--- src/mips_config.svh ---
`ifndef MIPS_CONFIG_SVH
`define MIPS_CONFIG_SVH

// Data path and address width
`define MIPS_XLEN 32

// Instruction memory, in 32-bit words
`define MIPS_IMEM_DEPTH 64
`define MIPS_IMEM_AW $clog2(`MIPS_IMEM_DEPTH)

// Data memory, in 32-bit words
`define MIPS_DMEM_DEPTH 64
`define MIPS_DMEM_AW $clog2(`MIPS_DMEM_DEPTH)

// General purpose register file
`define MIPS_REG_COUNT 32
`define MIPS_REG_AW $clog2(`MIPS_REG_COUNT)

`endif

--- src/instruction_fetch.sv ---
`timescale 1ns/1ps
`default_nettype none

`include "mips_config.svh"

module instruction_fetch (
	input  wire                      clk,
	input  wire                      reset,
	input  wire                      imem_we,
	input  wire [`MIPS_IMEM_AW-1:0]  imem_addr,
	input  wire [`MIPS_XLEN-1:0]     imem_wdata,
	input  wire                      pc_src,
	input  wire [`MIPS_XLEN-1:0]     branch_target,
	output logic [`MIPS_XLEN-1:0]    instruction,
	output logic [`MIPS_XLEN-1:0]    pc_plus4
);

	logic [`MIPS_XLEN-1:0] pc;
	logic [`MIPS_XLEN-1:0] pc_seq;
	logic [`MIPS_XLEN-1:0] imem [`MIPS_IMEM_DEPTH];
	logic [`MIPS_IMEM_AW-1:0] fetch_idx;

	assign pc_seq    = pc + `MIPS_XLEN'd4;
	assign fetch_idx = pc[`MIPS_IMEM_AW+1:2]; // Word index, wraps at depth

	// Program load port
	always_ff @(posedge clk) begin
		if (imem_we) begin
			imem[imem_addr] <= imem_wdata;
		end
	end

	always_ff @(posedge clk) begin
		if (reset) begin
			pc <= '0;
		end else if (pc_src) begin
			pc <= branch_target; // Taken beq from MEM stage
		end else begin
			pc <= pc_seq;
		end
	end

	// IF/ID register
	always_ff @(posedge clk) begin
		if (reset) begin
			instruction <= '0;
			pc_plus4    <= '0;
		end else begin
			instruction <= imem[fetch_idx];
			pc_plus4    <= pc_seq;
		end
	end

endmodule

`default_nettype wire

--- config.mk ---
export PLATFORM = sky130hd
export DESIGN_NAME = instruction_fetch
export DESIGN_NICKNAME = d
export VERILOG_FILES = /design/src/instruction_fetch.sv
export VERILOG_INCLUDE_DIRS = /design/src
export SDC_FILE = /design/constraint.sdc
export NUM_CORES = 2
export LEC_CHECK = 0
export ABC_AREA = 1
export BUFFER_PORTS_ARGS = -buffer_cell sky130_fd_sc_hd__buf_2
export CAP_MARGIN = 20
export CELL_PAD_IN_SITES_DETAIL_PLACEMENT = 2
export CELL_PAD_IN_SITES_GLOBAL_PLACEMENT = 2
export CORE_MARGIN = 5
export CORE_UTILIZATION = 38
export CTS_CLUSTER_DIAMETER = 80
export CTS_CLUSTER_SIZE = 16
export DETAILED_ROUTE_END_ITERATION = 8
export PLACE_DENSITY_LB_ADDON = 0.2
export REMOVE_ABC_BUFFERS = 1
export SLEW_MARGIN = 20
export SYNTH_ARGS = -nofsm -noshare
export SYNTH_HDL_FRONTEND = slang
export SYNTH_SLANG_ARGS = --single-unit
--- constraint.sdc ---
create_clock -name clk -period 5.1 [get_ports clk]
set_input_delay 0.765 -clock clk [delete_from_list [all_inputs] [get_ports clk]]
set_output_delay 0.765 -clock clk [all_outputs]
set_load 0.02 [all_outputs]
Word level (Yosys, flattened, before mapping):

Memory sizes are Yosys's and may differ from the RTL's. A register that Yosys moved wholly into a read port is not among the register bits.
Index checks and enable logic that the tools add are counted.

* flip-flop bits (word level): 64
* latch bits: 0
* RAM bits: 2048
* memory bits (read-only): 0
* input bits: 74
* output and inout port bits: 64
* word-level logic and storage cells: 7
* memories: 1

* $add $sub $neg: 1
* multiply operators: 0
* divide/modulo/power cells: 0
* $lt $le $gt $ge: 0
* equality and inequality tests: 0
* shift operators: 0
* muxes and demuxes: 3
* bitwise gates (word level): 0
* reductions and logical operators: 0

Memory list
* imem: depth 64, bits a word 32, rd ports 1, clocked after Yosys merged registers in 1, write ports 1, RTL line instruction_fetch.sv:20 `` logic [`MIPS_XLEN-1:0] imem [`MIPS_IMEM_DEPTH]; ``

Operators with widths (number)
* adder 32 x 3 -> 32 bit (second input constant): 1
* two-way mux 32 bit: 1
* two-way mux 1 bit: 2

Depth between registers and ports, before layout:

* word-level depth: 2
* mapped depth: 17
* depth with buffers taken out: 13

Worst setup path before layout:

Ideal clock, no wire load.

* path kind: input to register
* start: input imem_we
* end: memory imem[48][0] (netlist name) (enable)
* setup time: 0.502 ns
* data arrival time: 4.393 ns
* required time: 4.598 ns
* slack: 0.205 ns
* stages on the path: 3
* cells stage by stage: clkbuf_1 nand4_1 nor4_1

* word-level cells in the longest chain between the ends: 2

RTL lines
* start: declaration: RTL line instruction_fetch.sv:9 `input wire imem_we,`
* two-way mux 1 bit: RTL line instruction_fetch.sv:28 `if (imem_we) begin`
* two-way mux 1 bit (not written as such): RTL line instruction_fetch.sv:29 `imem[imem_addr] <= imem_wdata;`
* end: declaration: RTL line instruction_fetch.sv:20

No other way between the ends.

==> reports/metrics.cfg <==
[outcome]
status=finished, final reports clean

[synth]
synth_cell_types=33
yosys-top-cells-count=3,137 x nand2_1, 2,048 x edfxtp_1, 982 x inv_1
avgSynthCellArea_um2=10.42
yosys.area.top_type_share_pct=68.29
syn_inst=8647
synthArstFlopShare_pct=0
synth.largest_area_cell=edfxtp_1
synth_seq_cells=2144
synth_warnings=0
synth_area_leaders=edfxtp_1 68%, nand2_1 13%, nand3_1 5.0%
synth_area_um2=90060
ys_seq_area_share_pct=70.42
synth_edf_count=2048
synthMostInstantiatedCell=nand2_1
ys.flop_type=edfxtp_1

[critical_path]
r2r-end=instruction[30]
worstSetupEndpointType=flip-flop
reg2reg_depth=13
crit_required_ns=5.80
cp-start-kind=flip-flop
critPathKind=flip-flop to flip-flop
reg2reg_slack_ns=1.42
reg2reg_from=pc[2]
worstPathMaxFanout=122
cp_data_arrival_time_ns=4.39

[cts]
clkTransAtPathRegs_ns=0.08
cts_setup_buffers=0
cts_hold_buf=0
clkLatencyLatePin_ns=0.85
cts.htree.levels=4
cts_resized=0
numClockSinks=2144
clk_path_buf_depth=3
numCtsBuffers=155
root_buffer=clkbuf_16
cts_tree=yes

[pwr]
intPower_mw=26.33
p_clk_share_pct=34.8
ir_worst_vdd_mv=0.3049
pwr-share-seq_pct=55.0
sw_frac_of_total_pct=26.01
comb_power_share_pct=10.2
switchingPower_mw=9.253
total_power_mw=35.58
powerDensity_nw_per_um2=356.4
power.leakage_nw=40.03

[place]
gp_congestion=0.8283
port-buffer-count=137
dp.cells=11710
dp_slack_ns=1.470
dp_hpwl_um=203600

[timing]
worst_slew_pin_slew_ns=1.163
fin_tns_setup_ns=0
post-route-min-period_ns=3.685
maxSlewViolCount=0
fin_crit_sh_pct=72.25
rsz0062_at_grt=no
setup_viol=0
clock-skew-final_ns=0.04577
slew_headroom_pct=22.47
finalWorstSetupSlack_ns=1.415
max_freq_ghz=0.2714
finalHoldViolCount=0

[floorplanning]
initial_utilization_pct=38.22
die_h_um=496.8
dieArea_um2=246800
pin_count=138
row_count=178
coreArea_um2=235600
die_w_um=496.8

[detailed_routing]
ant_nets=0
viasPerCell=5.344
wl_per_cell_um=27.70
vias=64000
routed_wl_um=331800
drtPass1Iterations=5
drt-initial-drc-count=5301
drc=0

[final_layout]
area_growth_pct=10.85
final_nets=8793
drive_gt1_share_pct=7.292
final_cells=11980
final_util_pct=42.37

[grt]
grt_first_pass_wirelength_um=481200
overflow=0
grt_pass1_vias=69640
antenna_found_initial=18
grt_max_degree=159
grt_usage_pct=26.26

[worst_hold_path]
hold_start=branch_target[11]
min_to=pc[11]
hold_path_depth=3
worstHoldPathType=input port to flip-flop

[run]
maxCapViolCount=0

per-layer routing:
layer | vias up | share of wire, % | routed length, µm | global-route usage, %
met4 | 0 | 3.5 | 11540 | 8.615
li1 | 28250 | - | - | -
met1 | 33710 | 42 | 140400 | 34.60
met3 | 402 | 4.6 | 15370 | 2.574
met2 | 1640 | 50 | 164500 | 45.65
met5 | - | 0 | 0 | 0
worst max-delay path by stage:
stage,to,slack [ns],from,cells after the start
6_report,instruction[30],1.42,pc[2],13
5_1_grt,instruction[6],1.34,pc[2],13
4_1_cts,instruction[6],1.45,pc[2],13
3_5_place_dp,instruction[6],1.47,pc[2],13
3_3_place_gp,imem[32][29],1.53,imem_addr[3],4
2_1_floorplan,instruction[15],-40.77,pc[2],7
worst max-delay path, stage by stage (launching register included):
cell and delay [ns]:
dfxtp_4 0.71, buf_12 0.43, buf_12 0.57, nand2_1 0.13, nand3_1 0.11, nand2_1 0.06
nand2_1 0.05, nand2_1 0.05, inv_1 0.10, nand2_1 0.13, nand2_1 0.30, nand2_1 0.27
nor2_1 0.24, nor2_1 0.07
cells in the final DEF, fill, tap and decap left out, drive strengths merged:
master / n
nand2: 3137
edfxtp: 2048
inv: 993
nand3: 906
nor2: 630
buf: 359
clkbuf: 240
o21ai: 206
dfxtp: 96
a21oi: 79
o211ai: 26
or2: 20
nand4: 18
xor2: 12
diode: 9
nor4: 9
and3: 7
nor3: 6
nand3b: 6
clkinv: 6
xnor2: 4
clkinvlp: 3
nor3b: 2
bufinv: 2
and2: 1
a21o: 1
ha: 1
metrics by stage:
step / cell area (µm²) / hold slack, ns
6_report: 99830 / 0.1595
5_1_grt: 99820 / 0.1175
2_1_floorplan: 88030 / 0.4098
3_5_place_dp: 95200 / 0.4252
3_3_place_gp: 95160 / 0.4195
4_1_cts: 99810 / 0.08347
area by class of cell:
cell class	instances	area [µm²]
clock inverters	17	176.4
inverters	987	3744
multi-input cells	5071	21390
well taps	3150	3941
flip-flops and latches	2144	63430
clock buffers	240	4428
diodes	9	22.52
repair buffers	359	2700
fillers	24800	135800
power groups by stage:
stage                     clock network, mW  registers, mW  logic, mW
after global placement                    0           20.0       3.51
after CTS                              12.7           19.6       3.65
after detailed placement                  0           20.0       3.63
final                                  12.4           19.6       3.62
after global routing                   13.3           19.6       3.90
after floorplan                           0           20.1       2.18
flip-flops by register name (all words and copies together), names as in the netlist:
register / flops
pc_plus4: 32
imem: 2048
pc: 32
instruction: 32
cells by family (layout without fill, tap and decap cells):
kind of cell | after synthesis | count (layout) | synth area share (%)
simple gates | 4742 | 4742 | 21.23
other cells | 0 | 9 | 0
compound gates | 312 | 312 | 1.809
buf+inv | 1432 | 1603 | 6.370
fa+ha+maj | 1 | 1 | 0.01389
xor+xnor | 16 | 16 | 0.1556
flops | 2144 | 2144 | 70.42
Note: power is estimated with default switching activity, not from simulation.
