File: config.mk
export PLATFORM = sky130hd
export DESIGN_NAME = execute
export DESIGN_NICKNAME = d
export VERILOG_FILES = /design/src/mips_pkg.sv /design/src/execute.sv
export VERILOG_INCLUDE_DIRS = /design/src
export SDC_FILE = /design/constraint.sdc
export NUM_CORES = 1
export LEC_CHECK = 0
export BUFFER_PORTS_ARGS = -buffer_cell sky130_fd_sc_hd__buf_2
export CAP_MARGIN = 20
export CORE_MARGIN = 2
export CORE_UTILIZATION = 40
export DETAILED_ROUTE_END_ITERATION = 8
export PLACE_DENSITY_LB_ADDON = 0.1
export SLEW_MARGIN = 10
export SYNTH_ARGS = -nofsm -noshare
export SYNTH_HDL_FRONTEND = slang
export SYNTH_SLANG_ARGS = --single-unit
File: constraint.sdc
create_clock -name clk -period 4 [get_ports clk]
set_clock_uncertainty 0.05 [all_clocks]
set_input_delay 0.2 -clock clk [delete_from_list [all_inputs] [get_ports clk]]
set_output_delay 0.2 -clock clk [all_outputs]
set_load 0.02 [all_outputs]
File: src/mips_config.svh
`ifndef MIPS_CONFIG_SVH
`define MIPS_CONFIG_SVH

// Data path and address width
`define MIPS_XLEN 32

// Instruction memory, in 32-bit words
`define MIPS_IMEM_DEPTH 64
`define MIPS_IMEM_AW $clog2(`MIPS_IMEM_DEPTH)

// Data memory, in 32-bit words
`define MIPS_DMEM_DEPTH 64
`define MIPS_DMEM_AW $clog2(`MIPS_DMEM_DEPTH)

// General purpose register file
`define MIPS_REG_COUNT 32
`define MIPS_REG_AW $clog2(`MIPS_REG_COUNT)

`endif

File: src/mips_pkg.sv
`default_nettype none

package mips_pkg;

	// Primary opcode, instruction[31:26]
	typedef enum logic [5:0] {
		OP_RTYPE = 6'd0,
		OP_BEQ   = 6'd4,
		OP_ADDI  = 6'd8,
		OP_LW    = 6'd35,
		OP_SW    = 6'd43
	} opcode_e;

	// R-type function code, instruction[5:0]
	typedef enum logic [5:0] {
		F_ADD = 6'd32,
		F_SUB = 6'd34,
		F_AND = 6'd36,
		F_OR  = 6'd37,
		F_SLT = 6'd42
	} funct_e;

	// Operation class from the main decoder
	typedef enum logic [1:0] {
		ALU_ADD   = 2'd0, // Address calc and addi
		ALU_SUB   = 2'd1, // beq compare
		ALU_FUNCT = 2'd2  // Look at funct
	} alu_op_e;

	// Classic MIPS ALU control encoding
	typedef enum logic [2:0] {
		ALUC_AND = 3'b000,
		ALUC_OR  = 3'b001,
		ALUC_ADD = 3'b010,
		ALUC_SUB = 3'b110,
		ALUC_SLT = 3'b111
	} alu_ctrl_e;

endpackage

`default_nettype wire

File: src/execute.sv
`timescale 1ns/1ps
`default_nettype none

`include "mips_config.svh"

module execute (
	input  wire                       clk,
	input  wire                       reset,
	input  wire                       reg_write_id_ex,
	input  wire                       mem_to_reg_id_ex,
	input  wire                       mem_read_id_ex,
	input  wire                       mem_write_id_ex,
	input  wire                       branch_id_ex,
	input  wire                       alu_src_id_ex,
	input  wire                       reg_dst_id_ex,
	input  mips_pkg::alu_op_e         alu_op_id_ex,
	input  wire [`MIPS_XLEN-1:0]      read_data_1_id_ex,
	input  wire [`MIPS_XLEN-1:0]      read_data_2_id_ex,
	input  wire [`MIPS_XLEN-1:0]      imm_ext_id_ex,
	input  wire [`MIPS_REG_AW-1:0]    rt_id_ex,
	input  wire [`MIPS_REG_AW-1:0]    rd_id_ex,
	input  wire [`MIPS_XLEN-1:0]      pc_plus4_id_ex,
	output logic                      reg_write_ex_mem,
	output logic                      mem_to_reg_ex_mem,
	output logic                      mem_read_ex_mem,
	output logic                      mem_write_ex_mem,
	output logic                      branch_ex_mem,
	output logic [`MIPS_XLEN-1:0]     alu_result_ex_mem,
	output logic                      zero_ex_mem,
	output logic [`MIPS_XLEN-1:0]     write_data_ex_mem,
	output logic [`MIPS_REG_AW-1:0]   write_reg_ex_mem,
	output logic [`MIPS_XLEN-1:0]     branch_target_ex_mem
);

	mips_pkg::alu_ctrl_e alu_ctrl;
	mips_pkg::funct_e    funct;
	logic [`MIPS_XLEN-1:0] operand_b, alu_result, branch_target;
	logic [`MIPS_REG_AW-1:0] write_reg;

	assign funct = mips_pkg::funct_e'(imm_ext_id_ex[5:0]); // Low bits of the immediate

	// ALU control
	always_comb begin
		case (alu_op_id_ex)
			mips_pkg::ALU_SUB: alu_ctrl = mips_pkg::ALUC_SUB;
			mips_pkg::ALU_FUNCT: begin
				case (funct)
					mips_pkg::F_SUB: alu_ctrl = mips_pkg::ALUC_SUB;
					mips_pkg::F_AND: alu_ctrl = mips_pkg::ALUC_AND;
					mips_pkg::F_OR:  alu_ctrl = mips_pkg::ALUC_OR;
					mips_pkg::F_SLT: alu_ctrl = mips_pkg::ALUC_SLT;
					default:         alu_ctrl = mips_pkg::ALUC_ADD;
				endcase
			end
			default: alu_ctrl = mips_pkg::ALUC_ADD;
		endcase
	end

	assign operand_b = alu_src_id_ex ? imm_ext_id_ex : read_data_2_id_ex;

	always_comb begin
		case (alu_ctrl)
			mips_pkg::ALUC_AND: alu_result = read_data_1_id_ex & operand_b;
			mips_pkg::ALUC_OR:  alu_result = read_data_1_id_ex | operand_b;
			mips_pkg::ALUC_SUB: alu_result = read_data_1_id_ex - operand_b;
			mips_pkg::ALUC_SLT: alu_result = {{(`MIPS_XLEN-1){1'b0}},
				$signed(read_data_1_id_ex) < $signed(operand_b)}; // Signed compare
			default:            alu_result = read_data_1_id_ex + operand_b;
		endcase
	end

	assign write_reg     = reg_dst_id_ex ? rd_id_ex : rt_id_ex;
	assign branch_target = pc_plus4_id_ex + {imm_ext_id_ex[`MIPS_XLEN-3:0], 2'b00};

	// EX/MEM register
	always_ff @(posedge clk) begin
		if (reset) begin
			reg_write_ex_mem     <= 1'b0;
			mem_to_reg_ex_mem    <= 1'b0;
			mem_read_ex_mem      <= 1'b0;
			mem_write_ex_mem     <= 1'b0;
			branch_ex_mem        <= 1'b0;
			alu_result_ex_mem    <= '0;
			zero_ex_mem          <= 1'b0;
			write_data_ex_mem    <= '0;
			write_reg_ex_mem     <= '0;
			branch_target_ex_mem <= '0;
		end else begin
			reg_write_ex_mem     <= reg_write_id_ex;
			mem_to_reg_ex_mem    <= mem_to_reg_id_ex;
			mem_read_ex_mem      <= mem_read_id_ex;
			mem_write_ex_mem     <= mem_write_id_ex;
			branch_ex_mem        <= branch_id_ex;
			alu_result_ex_mem    <= alu_result;
			zero_ex_mem          <= alu_result == '0;
			write_data_ex_mem    <= read_data_2_id_ex; // Store data is rt
			write_reg_ex_mem     <= write_reg;
			branch_target_ex_mem <= branch_target;
		end
	end

endmodule

`default_nettype wire

Word-level counts from Yosys, hierarchy flattened

Cells that the tools add are included.

Register bits after elaboration: 107
Word-level logic and storage cells: 32

Add/subtract/negate cells: 3
Order comparisons: 1
Equality and inequality tests: 9
Muxes and demuxes: 5
Bitwise gates (word level): 2
Reductions and logical operators: 2

Operators by type and width:

| cell                                                 | count |
|---|---|
| case mux 32 bit (4 select lines)                     | 1 |
| adder 32 bit                                         | 2 |
| bitwise AND 32 bit                                   | 1 |
| logical NOT 32 bit                                   | 1 |
| less-than comparator 32 bit                          | 1 |
| two-way mux 32 bit                                   | 1 |
| OR 32 bit                                            | 1 |
| subtractor 32 bit                                    | 1 |
| equality test 6 bit (second input constant)          | 4 |
| case mux 3 bit (4 select lines)                      | 1 |
| equality test 3 bit (second input constant)          | 2 |
| case mux 3 bit (2 select lines)                      | 1 |
| two-way mux 5 bit                                    | 1 |
| equality test 3 x 1 -> 1 bit (second input constant) | 1 |
| logical NOT 3 bit                                    | 1 |
| equality test 2 x 1 -> 1 bit (second input constant) | 1 |
| equality test 2 bit (second input constant)          | 1 |

Longest topological paths before layout

Word-level depth: 6
Gate-level depth with buffers: 17

Worst setup path before layout

OpenSTA, ideal clock, no wires.

Kind: input -> register
Start: input alu_src_id_ex
End: register zero_ex_mem
Library setup time: 0.060 ns
Arrival time: 4.082 ns
Required time: 3.890 ns
Setup slack: -0.192 ns
Stages: 17
Cells stage by stage: clkbuf_1 > buf_1 > mux2i_1 > inv_1 > ha_1 > fa_1 > a211oi_1 > o22ai_1 > o21ai_2 > o21ai_1 > a311oi_2 > o31ai_1 > a31o_2 > a221o_1 > a21oi_1 > and3_1 > and3_1

Longest elaborated chain between the ends: 4
Elaborated cells between the ends (all ways): 8
Those cells by class: 2 x add/sub; 1 x order compare; 2 x mux; 2 x bitwise; 1 x reduce/logical

Ends and longest elaborated chain:

| item                                 | line          | text |
|---|---|---|
| start: declaration                   | execute.sv:14 | `input wire alu_src_id_ex,` |
| two-way mux 32 bit (*)               | execute.sv:59 | `assign operand_b = alu_src_id_ex ? imm_ext_id_ex : read_data_2_id_ex;` |
| adder 32 bit (tied with other cells) | execute.sv:68 | `default: alu_result = read_data_1_id_ex + operand_b;` |
| case mux 32 bit (4 select lines) (*) | execute.sv:62 | `case (alu_ctrl)` |
| logical NOT 32 bit (*)               | execute.sv:95 | `zero_ex_mem <= alu_result == '0;` |
| end signal: assignment               | execute.sv:84 | `zero_ex_mem <= 1'b0;` |
| end signal: assignment               | execute.sv:95 |  |
| end: declaration                     | execute.sv:29 | `output logic zero_ex_mem,` |

Mark *: on every way between the ends. The rest lies on a longest branch, timed or not.
A chain may end at the register's enable or synchronous reset.

Worst setup path after layout

Start: input read_data_2_id_ex[5]
End: register zero_ex_mem

Longest elaborated chain between the ends: 4
Elaborated cells between the ends (all ways): 8
Those cells by class: 2 x add/sub; 1 x order compare; 2 x mux; 2 x bitwise; 1 x reduce/logical

Ends and longest elaborated chain:

| item                                 | line          | text |
|---|---|---|
| start: declaration                   | execute.sv:18 | `` input wire [`MIPS_XLEN-1:0] read_data_2_id_ex, `` |
| two-way mux 32 bit (*)               | execute.sv:59 |  |
| adder 32 bit (tied with other cells) | execute.sv:68 |  |
| case mux 32 bit (4 select lines) (*) | execute.sv:62 |  |
| logical NOT 32 bit (*)               | execute.sv:95 |  |

Marks and branches as above.

==> results.yml <==
sta:
  rsz0062_at_grt: "false"
  fin_crit_ns: 3.839
  max_slew_margin: 0.4358
  hold_violations: 0
  whs_ns: 0.01010
  max_clock_freq_mhz: 260.5
  worstMarginPinSlew_ns: 0.8462
  finalMaxSlewViolations: 0
  fin_crit_sh: 0.9599
  setup_viol: 0
yosys:
  synthXorXnorAreaFrac: 0.03637
  synth-edff-count: 0
  ys_types: 89
  muxShareOfSynthArea: 0.04169
  synthArstFlopShare: 0
  synth_seq_area_share: 0.2169
  synth-adder-area-share: 0.1797
  synth.top_cell.area_share: 0.2169
  synth_area_leaders: "dfxtp_1 22%, ha_1 17%, nor2_1 5.2%, a21oi_1 4.7%, inv_1 4.4%"
  synth_compound_gate_area_share: 0.2604
  synth_flop_cell: "dfxtp_1"
  ys.warnings.count: 0
  ys_ff_latch: 107
  syn_area_per_cell_um2: 7.925
  syn_area_mm2: 0.009874
  synth_cells: 1246
  synth_top_cell_by_area: "dfxtp_1"
  synth_top_family_by_area: "compound AO/OA/AOI/OAI gates"
  syn-num-nets: 1535
  synthSimpleGateAreaFrac: 0.1965
routing:
  wl_um: 36460
  detail-route-antenna-nets: 0
  wl_per_cell_um: 18.11
  via_per_inst: 5.336
  drc_errors: 0
  vias: 10740
  first_pass_iters: 7
  drt_iter0_markers: 620
grt:
  grt_busiest_layer: "met2"
  grt_overflow_total: 0
  grt_max_degree: 75
  track_usage: 0.2733
  grt_use_met3: 0.03493
  antenna_found_initial: 4
  grt_pass1_wl_um: 55890
  use_met2: 0.4727
  grt_pass1_vias: 10510
  gr-usage-met1: 0.3304
cts:
  cts_buffers: 9
  ctsLongestPathBuffers: 2
  clock_sinks: 107
  cts_max_level: 3
  cts_root_buf: "clkbuf_16"
  clk_pin_slew_worst_paths_ns: 0.09
  cts_tree: "done"
cells_and_area:
  regArea_mm2: 0.002142
  multiInputGateArea_mm2: 0.007088
  final_util: 0.5513
  fin_cells: 2013
  syn2layout_area_growth_pct: 35.39
  nFillCells: 2417
  drive_gt1_frac: 0.3167
  nNetsFinal: 1970
floorplanning:
  die_h_um: 161.1
  io_pins: 256
  die_area_mm2: 0.02596
  rows: 57
  start_util: 0.4072
  core_mm2: 0.02425
  fp.dieW_um: 161.1
placed_design:
  place.gp.congestion: 0.9588
  place_inst: 1989
  dpl.hpwl_um: 29760
  io_buffer_count: 255
critical_path:
  worstSetupPathType: "input port to flip-flop"
  worstPathRequired_ns: 4.21
  worstPathArrival_ns: 4.05
  start_kind: "input port"
  cp_max_fo: 4
  end_kind: "flip-flop"
worst_hold_path:
  hold_depth: 2
  hold_path.class: "input port to flip-flop"
  hp-start: "mem_to_reg_id_ex"
  hold_path_end: "mem_to_reg_ex_mem$_SDFF_PP0_"
power:
  power_density_mw_per_mm2: 325.3
  power.leakage_uw: 0.006838
  peakVddDrop_mv: 0.1741
status:
  status: "completed"
flow_run:
  max-cap-violations: 0
[cell families (layout without fill, tap and decap cells)]
| logic type | Yosys count | in the layout |
|---|---|---|
| other cells | 0 | 3 |
| fa+ha+maj | 140 | 140 |
| flops | 107 | 107 |
| simple gates | 379 | 379 |
| buf+inv | 172 | 612 |
| mux | 41 | 41 |
| compound gates | 366 | 366 |
| xor+xnor | 41 | 41 |
[final cells by class]
| cell class | instances | area share |
|---|---|---|
| Multi-Input combinational cell | 967 | 0.5302 |
| Timing Repair Buffer | 480 | 0.2233 |
| Sequential cell | 107 | 0.1602 |
| Inverter | 116 | 0.03257 |
| Tap cell | 324 | 0.03032 |
| Clock buffer | 9 | 0.01685 |
| Clock inverter | 7 | 0.005990 |
| Antenna cell | 3 | 0.0005615 |
[metrics by stage]
stage | area, um^2 | setup TNS [ns] | total power (uW) | setup slack [ns]
final | 13370 | 0 | 4350 | 0.1605
after global routing | 13370 | 0 | 4606 | 0.001376
after detailed placement | 12980 | -0.2113 | 3371 | -0.1482
after global placement | 12980 | -0.2168 | 3365 | -0.1731
after floorplan | 9877 | 0 | 2436 | 0.02853
after CTS | 13310 | 0 | 4345 | 0.09701
[metal layers]
metal	wire length, um	up-vias	part of all wire
met4	1924	2	0.053
met1	15450	4980	0.42
met2	17250	360	0.47
li1	-	5309	-
met5	12	-	0.00033
met3	1822	91	0.050
[worst max-delay path, cell delays in order]
cell and delay [ns]:
dlygate4sd3_1 0.54, buf_2 0.13, mux2i_2 0.22, ha_1 0.25, nand3_2 0.16, nor3_4 0.34
o31a_1 0.25, o21ai_2 0.08, buf_4 0.16, o311a_4 0.33, buf_4 0.14, o31ai_1 0.23
a21oi_1 0.06, o32ai_1 0.52, nand4b_1 0.20, nor4_1 0.05, and3_1 0.19
[where the power goes]
part	internal, uW	leakage, uW	switching, uW
Clock	448	0.000146	511
Sequential	1180	0.000891	26.1
Combinational	976	0.00580	1210
Total	2600	0.00684	1750
[Yosys cell counts (5+ instances only)]
cell type	instances
o22ai_1	11
o31ai_1	10
a31oi_1	11
clkbuf_1	27
and3_1	7
nand3_1	23
xor2_1	14
buf_2	17
or2_2	5
o21bai_1	10
o21a_1	10
ha_1	137
a221o_1	8
nor4_1	10
nor2b_1	62
buf_1	10
nor3_1	17
o211ai_1	20
o21ai_0	50
a211oi_1	27
nand2b_1	15
o221ai_1	9
a221oi_1	11
dfxtp_1	107
o211a_1	7
a211o_1	5
nand4_1	5
a21o_1	23
xnor2_1	27
or3_1	9
o2111ai_1	5
nand2_1	59
a21oi_1	92
nor2_1	136
inv_1	116
mux2i_1	40
[state kept, by name (all words and copies together) (netlist names), 5 cells and up]
register,flops
write_data_ex_mem,32
alu_result_ex_mem,32
branch_target_ex_mem,32
write_reg_ex_mem,5
[worst max path at each step]
stage,from,end,slack (ns),depth (start not counted)
2_1_floorplan,alu_src_id_ex,zero_ex_mem$_SDFF_PP0_,0.03,17
3_3_place_gp,alu_src_id_ex,zero_ex_mem$_SDFF_PP0_,-0.17,16
3_5_place_dp,alu_src_id_ex,zero_ex_mem$_SDFF_PP0_,-0.15,16
4_1_cts,read_data_2_id_ex[5],zero_ex_mem$_SDFF_PP0_,0.1,17
5_1_grt,read_data_2_id_ex[5],zero_ex_mem$_SDFF_PP0_,0.001,16
6_report,read_data_2_id_ex[5],zero_ex_mem$_SDFF_PP0_,0.16,17
[timing repair]
item,CTS,global route
hold buffers,2,0
setup buffers,0,3
endpoints found under the setup margin,0,3
resized for setup,0,5
endpoints found under the hold margin,2,0
[cells in the final DEF (no fill, tap or decap), types with 7 or more instances in the layout]
master and instances:
a221o_1 8, nand3_1 23, a21o_1 23, and3_1 7
a221oi_1 11, nor2b_1 62, o22ai_1 11, dfxtp_1 107
buf_4 223, nand2_1 59, a21oi_1 92, nor4_1 9
o21a_1 8, a211oi_1 27, xnor2_1 27, or3_1 9
o221ai_1 9, inv_1 116, ha_1 137, a31oi_1 11
buf_2 254, o211a_1 7, clkbuf_16 9, o211ai_1 20
xor2_1 14, mux2i_1 39, nor2_1 136, o21bai_1 10
nor3_1 17, nand2b_1 15, o21ai_0 50, o31ai_1 10
No activity file was read; power rests on OpenSTA's default activity.
